**src/sb_params.svh**
```systemverilog
`ifndef SB_PARAMS_SVH
`define SB_PARAMS_SVH

// architectural registers, r0 always reads as ready
`define SB_NUM_REGS 32

// issue lanes, also the number of writeback lanes
`define SB_NUM_LANES 2

// source operand lookups per cycle
`define SB_NUM_RPORTS 4

// shared issue counter width
// value 0 is never handed out
`define SB_TID_W 3

`endif

```
**src/sb_pkg.sv**
```systemverilog
`include "sb_params.svh"

package sb_pkg;

  // architectural register index
  typedef logic [$clog2(`SB_NUM_REGS)-1:0] reg_addr_t;

  // shared issue counter value
  typedef logic [`SB_TID_W-1:0] tid_t;

  // producer tag, tid with the lane number as bit 0
  typedef logic [`SB_TID_W:0] sb_tag_t;

  // tag 0 means the value already sits in the register file
  localparam sb_tag_t tag_ready = '0;

  // counter runs 1..7 and skips 0
  localparam tid_t tid_first = tid_t'(1);
  localparam tid_t tid_last  = '1;

  // lane 0 gets {tid,0}, lane 1 gets {tid,1}
  function automatic sb_tag_t make_tag(input tid_t tid, input logic lane);
    return {tid, lane};
  endfunction

endpackage

```
**src/issue_board.sv**
```systemverilog
`timescale 1ns/1ps
`include "sb_params.svh"

module issue_board
  import sb_pkg::*;
(
  input  logic                                clk,
  input  logic                                rst_n,
  input  logic      [`SB_NUM_LANES-1:0]       is_i,
  input  reg_addr_t [`SB_NUM_LANES-1:0]       is_w_addr_i,
  input  reg_addr_t [`SB_NUM_RPORTS-1:0]      is_r_addr_i,
  output sb_tag_t   [`SB_NUM_LANES-1:0]       is_w_id_o,
  output sb_tag_t   [`SB_NUM_RPORTS-1:0]      is_r_tag_o
);

  // shared issue counter
  tid_t tid_q;
  tid_t tid_d;

  // per-lane write enable into the table
  logic [`SB_NUM_LANES-1:0] we;

  // tags handed to the current issue group
  sb_tag_t [`SB_NUM_LANES-1:0] w_tag;

  // newest producer tag per register
  // entry 0 stays at tag_ready forever
  sb_tag_t tag_q [`SB_NUM_REGS];

  // advance once per issue group, whichever lanes take part
  always_comb begin
    tid_d = tid_q;
    if (|is_i) begin
      if (tid_q == tid_last) begin
        tid_d = tid_first;
      end else begin
        tid_d = tid_q + tid_t'(1);
      end
    end
  end

  always_ff @(posedge clk) begin
    if (!rst_n) begin
      tid_q <= tid_first;
    end else begin
      tid_q <= tid_d;
    end
  end

  // both lanes of a group share the current tid
  always_comb begin
    for (int l = 0; l < `SB_NUM_LANES; l++) begin
      w_tag[l] = make_tag(tid_q, 1'(l));
    end
  end

  // reported in the issue cycle so the core can carry it down the pipe
  assign is_w_id_o = w_tag;

  // r0 has no producer, its writes are dropped
  always_comb begin
    for (int l = 0; l < `SB_NUM_LANES; l++) begin
      we[l] = is_i[l] && (is_w_addr_i[l] != '0);
    end
  end

  // two write ports, destinations are distinct by contract
  always_ff @(posedge clk) begin
    if (!rst_n) begin
      for (int r = 0; r < `SB_NUM_REGS; r++) begin
        tag_q[r] <= tag_ready;
      end
    end else begin
      for (int l = 0; l < `SB_NUM_LANES; l++) begin
        if (we[l]) begin
          tag_q[is_w_addr_i[l]] <= w_tag[l];
        end
      end
    end
  end

  // reads see the table before this edge's updates
  always_comb begin
    for (int p = 0; p < `SB_NUM_RPORTS; p++) begin
      is_r_tag_o[p] = tag_q[is_r_addr_i[p]];
    end
  end

  // issue logic must never send two producers for one register
  a_dest_distinct: assert property (
    @(posedge clk) disable iff (!rst_n)
    (we[0] && we[1]) |-> (is_w_addr_i[0] != is_w_addr_i[1])
  ) else $error("issue_board: both lanes write r%0d", is_w_addr_i[0]);

  // tid 0 would alias the ready tag
  a_tid_nonzero: assert property (
    @(posedge clk) disable iff (!rst_n)
    tid_q != '0
  ) else $error("issue_board: counter reached 0");

endmodule

```
**src/wb_board.sv**
```systemverilog
`timescale 1ns/1ps
`include "sb_params.svh"

module wb_board
  import sb_pkg::*;
(
  input  logic                                clk,
  input  logic                                rst_n,
  input  logic      [`SB_NUM_LANES-1:0]       wb_valid_i,
  input  reg_addr_t [`SB_NUM_LANES-1:0]       wb_w_addr_i,
  input  sb_tag_t   [`SB_NUM_LANES-1:0]       wb_w_id_i,
  input  reg_addr_t [`SB_NUM_RPORTS-1:0]      is_r_addr_i,
  output sb_tag_t   [`SB_NUM_RPORTS-1:0]      wb_r_tag_o
);

  // per-lane write enable, r0 never tracked
  logic [`SB_NUM_LANES-1:0] we;

  // last tag that reached the register file per register
  sb_tag_t tag_q [`SB_NUM_REGS];

  always_comb begin
    for (int l = 0; l < `SB_NUM_LANES; l++) begin
      we[l] = wb_valid_i[l] && (wb_w_addr_i[l] != '0);
    end
  end

  always_ff @(posedge clk) begin
    if (!rst_n) begin
      for (int r = 0; r < `SB_NUM_REGS; r++) begin
        tag_q[r] <= tag_ready;
      end
    end else begin
      for (int l = 0; l < `SB_NUM_LANES; l++) begin
        if (we[l]) begin
          tag_q[wb_w_addr_i[l]] <= wb_w_id_i[l];
        end
      end
    end
  end

  // old contents only, a same-cycle writeback shows up next cycle
  always_comb begin
    for (int p = 0; p < `SB_NUM_RPORTS; p++) begin
      wb_r_tag_o[p] = tag_q[is_r_addr_i[p]];
    end
  end

  // every writeback comes from a tag the issue board handed out
  a_wb_tag_nonzero: assert property (
    @(posedge clk) disable iff (!rst_n)
    wb_valid_i[0] |-> (wb_w_id_i[0] != tag_ready)
  ) else $error("wb_board: lane 0 writes back tag 0");

  a_wb_tag_nonzero_l1: assert property (
    @(posedge clk) disable iff (!rst_n)
    wb_valid_i[1] |-> (wb_w_id_i[1] != tag_ready)
  ) else $error("wb_board: lane 1 writes back tag 0");

  // at most one producer per register is in flight
  a_wb_dest_distinct: assert property (
    @(posedge clk) disable iff (!rst_n)
    (we[0] && we[1]) |-> (wb_w_addr_i[0] != wb_w_addr_i[1])
  ) else $error("wb_board: both lanes write back r%0d", wb_w_addr_i[0]);

endmodule

```
**src/operand_resolve.sv**
```systemverilog
`timescale 1ns/1ps
`include "sb_params.svh"

module operand_resolve
  import sb_pkg::*;
(
  input  sb_tag_t [`SB_NUM_RPORTS-1:0]  is_r_tag_i,
  input  sb_tag_t [`SB_NUM_RPORTS-1:0]  wb_r_tag_i,
  output sb_tag_t [`SB_NUM_RPORTS-1:0]  is_r_id_o,
  output logic    [`SB_NUM_RPORTS-1:0]  is_r_valid_o
);

  // no producer ever recorded, or r0
  logic [`SB_NUM_RPORTS-1:0] in_rf;

  // newest producer has already written back
  logic [`SB_NUM_RPORTS-1:0] wb_done;

  always_comb begin
    for (int p = 0; p < `SB_NUM_RPORTS; p++) begin
      in_rf[p]   = (is_r_tag_i[p] == tag_ready);
      wb_done[p] = (is_r_tag_i[p] == wb_r_tag_i[p]);
    end
  end

  // ready operands wait on nothing and report tag 0
  // otherwise the consumer waits on the newest producer
  always_comb begin
    for (int p = 0; p < `SB_NUM_RPORTS; p++) begin
      if (in_rf[p] || wb_done[p]) begin
        is_r_valid_o[p] = 1'b1;
        is_r_id_o[p]    = tag_ready;
      end else begin
        is_r_valid_o[p] = 1'b0;
        is_r_id_o[p]    = is_r_tag_i[p];
      end
    end
  end

endmodule

```
**src/scoreboard.sv**
```systemverilog
`timescale 1ns/1ps
`include "sb_params.svh"

module scoreboard
  import sb_pkg::*;
(
  input  logic                                clk,
  input  logic                                rst_n,

  // source operand lookup
  input  reg_addr_t [`SB_NUM_RPORTS-1:0]      is_r_addr_i,

  // issue group
  input  logic      [`SB_NUM_LANES-1:0]       is_i,
  input  reg_addr_t [`SB_NUM_LANES-1:0]       is_w_addr_i,

  // writeback, tag is the one reported at issue
  input  logic      [`SB_NUM_LANES-1:0]       wb_valid_i,
  input  reg_addr_t [`SB_NUM_LANES-1:0]       wb_w_addr_i,
  input  sb_tag_t   [`SB_NUM_LANES-1:0]       wb_w_id_i,

  // lookup results
  output sb_tag_t   [`SB_NUM_RPORTS-1:0]      is_r_id_o,
  output logic      [`SB_NUM_RPORTS-1:0]      is_r_valid_o,

  // tags given to this cycle's issue group
  output sb_tag_t   [`SB_NUM_LANES-1:0]       is_w_id_o
);

  // newest producer per read port
  sb_tag_t [`SB_NUM_RPORTS-1:0] is_r_tag;

  // last written-back tag per read port
  sb_tag_t [`SB_NUM_RPORTS-1:0] wb_r_tag;

  issue_board u_issue_board (
    .clk         (clk),
    .rst_n       (rst_n),
    .is_i        (is_i),
    .is_w_addr_i (is_w_addr_i),
    .is_r_addr_i (is_r_addr_i),
    .is_w_id_o   (is_w_id_o),
    .is_r_tag_o  (is_r_tag)
  );

  wb_board u_wb_board (
    .clk         (clk),
    .rst_n       (rst_n),
    .wb_valid_i  (wb_valid_i),
    .wb_w_addr_i (wb_w_addr_i),
    .wb_w_id_i   (wb_w_id_i),
    .is_r_addr_i (is_r_addr_i),
    .wb_r_tag_o  (wb_r_tag)
  );

  // both views meet only here
  operand_resolve u_operand_resolve (
    .is_r_tag_i   (is_r_tag),
    .wb_r_tag_i   (wb_r_tag),
    .is_r_id_o    (is_r_id_o),
    .is_r_valid_o (is_r_valid_o)
  );

endmodule

```
**config.mk**
```make
export PLATFORM = sky130hd
export DESIGN_NAME = scoreboard
export DESIGN_NICKNAME = d
export VERILOG_FILES = /design/src/sb_pkg.sv /design/src/issue_board.sv /design/src/wb_board.sv /design/src/operand_resolve.sv /design/src/scoreboard.sv
export VERILOG_INCLUDE_DIRS = /design/src /design/src/src
export SDC_FILE = /design/constraint.sdc
export NUM_CORES = 1
export LEC_CHECK = 0
export CORE_ASPECT_RATIO = 0.7
export CORE_UTILIZATION = 45
export CTS_CLUSTER_SIZE = 30
export DETAILED_ROUTE_END_ITERATION = 12
export DONT_BUFFER_PORTS = 1
export GPL_ROUTABILITY_DRIVEN = 1
export PLACE_DENSITY = 0.7
export SETUP_SLACK_MARGIN = 0.2
export SYNTH_ARGS = -nofsm -noshare
export SYNTH_HDL_FRONTEND = slang
export SYNTH_SLANG_ARGS = --single-unit
```
**constraint.sdc**
```tcl
create_clock -name clk -period 7.1 [get_ports clk]
set_input_delay 0.71 -clock clk [delete_from_list [all_inputs] [get_ports clk]]
set_output_delay 0.71 -clock clk [all_outputs]
set_load 0.05 [all_outputs]
```
* Word-level counts from Yosys, hierarchy flattened
Memories as Yosys holds them, arrays and structs flattened.
Cells that the tools add are included.
** Word-level totals
- Bits in registers :: 3
- Latch bits :: 0
- RAM bits :: 256
- ROM bits :: 0
- Bits of input ports :: 54
- Output and inout bits :: 28
- Word-level logic and storage cells :: 64
- Memories kept :: 2
** Memories
- u_issue_board.tag_q :: words 32, bits a word 4, rd ports 4, clocked after Yosys merged registers in 0, write ports 32, RTL line issue_board.sv:28 : sb_tag_t tag_q [`SB_NUM_REGS];
- u_wb_board.tag_q :: words 32, bits a word 4, rd ports 4, clocked after Yosys merged registers in 0, write ports 32, RTL line wb_board.sv:20 : sb_tag_t tag_q [`SB_NUM_REGS];
** Operators by class
- $add $sub $neg :: 1
- Multiply operators :: 0
- Div/mod/pow operators :: 0
- $lt $le $gt $ge :: 0
- Eq/ne operators :: 5
- Shift operators :: 0
- Mux-type cells :: 34
- Bitwise logic cells :: 0
- Reduce and logical (&&, ||, !) cells :: 21
** Operators with widths (number)
- $mux 4 :: 8
- $mux 1 :: 21
- $mux 5 :: 4
- $reduce_bool 5->1 :: 4
- $eq 4x4->1 :: 4
- $logic_not 4->1 :: 4
- $reduce_or 4->1 :: 4
- $logic_and 1x1->1 :: 4
- $logic_or 1x1->1 :: 4
- $add 3x1->3 const B :: 1
- $eq 3x3->1 const B :: 1
- $mux 3 :: 1
- $reduce_or 2->1 :: 1

* Logic depth before layout (Yosys ltp)
- Word-level depth :: 7
- Depth in mapped cells :: 11
- Mapped depth without buffers :: 7

* Hierarchy
From an unflattened synthesis, not the netlist that was laid out.
** Unflattened totals
- Cell total of the unflattened synthesis :: 1377
- Area, all modules :: 20153.1 um^2
** Modules (own cells, without submodules)
- wb_board :: instances 1, cells an instance 651, area each 10072.2 um^2, seq. area each 3843.7 um^2
- issue_board :: instances 1, cells an instance 670, area each 9675.5 um^2, seq. area each 3583.4 um^2
- operand_resolve :: instances 1, cells an instance 56, area each 405.4 um^2, seq. area each 0.0 um^2

* Worst setup path before layout
OpenSTA, ideal clock, no wires.
- Path kind :: input to output
- Start :: input port is_r_addr_i[7] (netlist name)
- End :: output port is_r_id_o[4] (netlist name)
- Data arrival time :: 3247 ps
- Required time :: 6390 ps
- Path slack :: 3143 ps
- Stages :: 8
- Path buffers :: 2
- Path through :: buf_2 -> buf_1 -> mux4_2 -> mux4_2 -> mux2i_2 -> xor2_1 -> nor4_4 -> nor2_1
** RTL lines
- start, declared :: RTL line scoreboard.sv:11 : input reg_addr_t [`SB_NUM_RPORTS-1:0] is_r_addr_i,
- end, declared :: RTL line scoreboard.sv:23 : output sb_tag_t [`SB_NUM_RPORTS-1:0] is_r_id_o,

==> impl_metrics.py <==
metrics = {
    "drt": {
        "wl_um": 78000,
        "num_vias": 17040,
        "vias_per_cell": 7.687,
        "dr.pass1.iters": 6,
        "wl_per_cell_um": 35.20,
        "drc": 0,
        "antenna_left": 0,
        "drt-initial-drc-count": 3277,
    },
    "synth": {
        "synthFlopType": "edfxtp_1",
        "synth_top_area_cell": "edfxtp_1",
        "ys_types": 63,
        "synth_edf_count": 224,
        "synth_area_um2": 20470,
        "yosysSeqAreaShare": 0.3628,
        "synthCells": 1715,
        "yosysWarnings": 0,
        "synth_commonest_cells": "mux4_2 (237), edfxtp_1 (224), nand2_1 (174)",
        "synth.top_cells.by_area": "edfxtp_1 (33%), mux4_2 (26%), mux2i_1 (3.9%)",
        "async_flop_share": 0,
        "yosysMostFrequentCell": "mux4_2",
        "avgSynthCellArea_um2": 11.94,
        "synth_top_area_frac": 0.3286,
        "ys_ff_latch": 259,
    },
    "worst_setup_path": {
        "slowest_delay_ns": 1.07,
        "crit_required_ns": 6.39,
        "timing.rr.start": "u_issue_board.tid_q[1]$_SDFFE_PN0P_",
        "crit_slowest_cell": "nor4_1",
        "setup.worst_path.end_class": "output port",
        "worstSetupPathType": "reg2out",
        "reg2reg_depth": 4,
        "r2r_slack_ns": 5.12,
        "path_max_fanout": 5,
        "timing.critical_path.cells": "mux4_2, a22o_1, nor4_1, xor2_1, nor4_2, a41o_1",
        "arrival_ns": 4.09,
        "start_kind": "flip-flop",
        "timing.rr.end": "u_issue_board.tid_q[2]$_SDFFE_PN0P_",
    },
    "global_routing": {
        "grt_pass1_wl_um": 111500,
        "antenna_found_initial": 4,
        "grt_pass1_vias": 15470,
        "grt_usage": 0.3297,
        "overflow": 0,
        "grt_max_degree": 81,
    },
    "final_layout": {
        "post-route-util": 0.4834,
        "antenna_cells": 0,
        "final_nets": 1656,
        "syn2layout_area_growth_pct": 4.571,
        "final_layout_size_suffix_gt1_frac": 0.2411,
    },
    "die": {
        "die_y_um": 180.5,
        "rows": 64,
        "initial_core_util": 0.4623,
        "dieWidth_um": 256.9,
        "core_area_um2": 44280,
        "dieArea_um2": 46370,
        "ios": 82,
    },
    "min_path": {
        "min_path_type": "in2reg",
        "min_delay_path_depth": 1,
        "min_to": "u_issue_board.tid_q[0]$_SDFFE_PN1P_",
        "min-delay-start": "rst_n",
    },
    "power_and_ir_drop": {
        "max-vdd-ir-drop_v": 0.0001893,
        "leakage_nw": 7.024,
        "power_density_nw_per_um2": 195.3,
    },
    "clock_network": {
        "cts_inserted_buffers": 28,
        "path_clk_slew_ns": 0.08,
        "h-tree-depth": 1,
        "clk_latency_ns": 0.61,
        "hold_buffers": 0,
        "cts_root_buf": "clkbuf_16",
        "cts.repair.resized": 0,
        "cts_tree": "built",
        "cts_setup_buffers": 0,
        "cts_sinks": 259,
        "cts_buffer_depth": 3,
    },
    "placed_design": {
        "port_buffers": 0,
        "routabilityCongestion": 1.061,
        "place_hpwl_um": 56020,
    },
    "sta": {
        "setup_viol": 0,
        "drv_slew": 0,
        "timing.final.crit_share": 0.6758,
        "max_freq_ghz": 0.2084,
        "rsz0062_at_grt": "no",
        "worst_slew_pin_slew_ns": 1.282,
        "hold_viol": 0,
        "max_slew_margin": 0.1377,
        "post-route-min-period_ns": 4.798,
        "fin_setup_tns_ns": 0,
        "skew_ns": 0.04470,
    },
    "run_status": {
        "outcome": "completed",
    },
    "run": {
        "cap_violations": 0,
    },
}
-- sequential cells by signal (all words and copies together), names as in the netlist --
name	count
u_issue_board.tag_q	128
u_wb_board.tag_q	128
u_issue_board.tid_q	3
-- per-stage QoR --
stage	power [W]	instance area (um2)	hold WS [ns]	worst slack [ns]	instances
6_report	0.004180	21410	0.2535	2.302	2216
5_1_grt	0.004241	21410	0.2440	2.245	2216
4_1_cts	0.004125	21410	0.2343	2.465	2216
3_5_place_dp	0.002611	20450	0.4635	2.875	2164
3_3_place_gp	0.002603	20450	0.4482	2.880	2164
2_1_floorplan	0.002488	20500	0.4554	3.143	1722
-- worst max-delay path by stage --
stage                                                    start         endpoint  cells past startpoint  slack (ns)
final                     u_issue_board.tag_q[13][2]$_DFFE_PP_  is_r_valid_o[3]                      6        2.30
after global routing       u_issue_board.tag_q[4][2]$_DFFE_PP_  is_r_valid_o[3]                      7        2.24
after CTS                 u_issue_board.tag_q[15][2]$_DFFE_PP_  is_r_valid_o[3]                      6        2.46
after detailed placement                       is_r_addr_i[16]  is_r_valid_o[3]                      6        2.88
after global placement                         is_r_addr_i[16]  is_r_valid_o[3]                      6        2.88
after floorplan                                 is_r_addr_i[7]     is_r_id_o[4]                      8        3.14
-- per-layer routing --
| layer | track usage | vias up | part of all wire |
|---|---|---|---|
| li1 | - | 6631 | - |
| met1 | 0.4501 | 8401 | 0.36 |
| met2 | 0.4544 | 1761 | 0.41 |
| met3 | 0.1764 | 230 | 0.20 |
| met4 | 0.07643 | 12 | 0.033 |
| met5 | 0.02778 | - | 0.0030 |
-- worst max-delay path, delay by kind of cell, from the launching register on --
| family | cells | cell delay (ns) |
|---|---|---|
| AO/OA/AOI/OAI | 2 | 0.68 |
| multiplexers | 1 | 0.52 |
| XOR/XNOR | 1 | 0.18 |
| AND/OR/NAND/NOR | 2 | 1.55 |
| flip-flops | 1 | 0.54 |
-- cell families (layout without fill, tap and decap cells) --
family / count (synthesis) / count (layout) / synth area share
flip-flops: 259 / 259 / 0.3628
other: 2 / 9 / 0.0003668
multiplexers: 385 / 385 / 0.3382
adder cells (fa/ha/maj): 2 / 2 / 0.001222
AO/OA/AOI/OAI: 289 / 289 / 0.1040
buffers and inverters: 191 / 91 / 0.04688
XOR/XNOR: 16 / 16 / 0.006845
AND/OR/NAND/NOR: 571 / 571 / 0.1397
-- layout make-up --
cell class	instances	area [um2]
clock inverters	7	67.56
flip-flops and latches	259	7431
inverters	34	127.6
fillers	3817	22870
well taps	594	743.2
clock buffers	45	889.6
repair buffers	5	37.54
multi-input cells	1272	12110
-- placed cells by master, fill, tap and decap left out, types with 11 or more instances in the layout --
master / instances
clkbuf_16: 32
dfxtp_1: 32
mux2i_1: 79
o22ai_1: 70
nand3b_1: 21
a22o_1: 39
nand3_1: 49
edfxtp_1: 224
o31ai_1: 56
nor2_1: 120
and2_1: 92
nor2b_1: 23
mux4_2: 237
inv_1: 26
o22a_1: 11
o211ai_1: 12
nand2b_1: 11
mux2_2: 67
nand2_1: 174
xor2_1: 13
nand4_1: 14
o21ai_0: 25
or2_2: 19
a22oi_1: 11
-- power breakdown --
part	leakage [nW]	total (W)	internal [W]	switching [W]
clock network	0.463	0.00155	0.000893	0.000658
logic	4.06	0.000762	0.000331	0.000432
registers	2.50	0.00187	0.00173	0.000138
(Power assumes the default switching activity.)
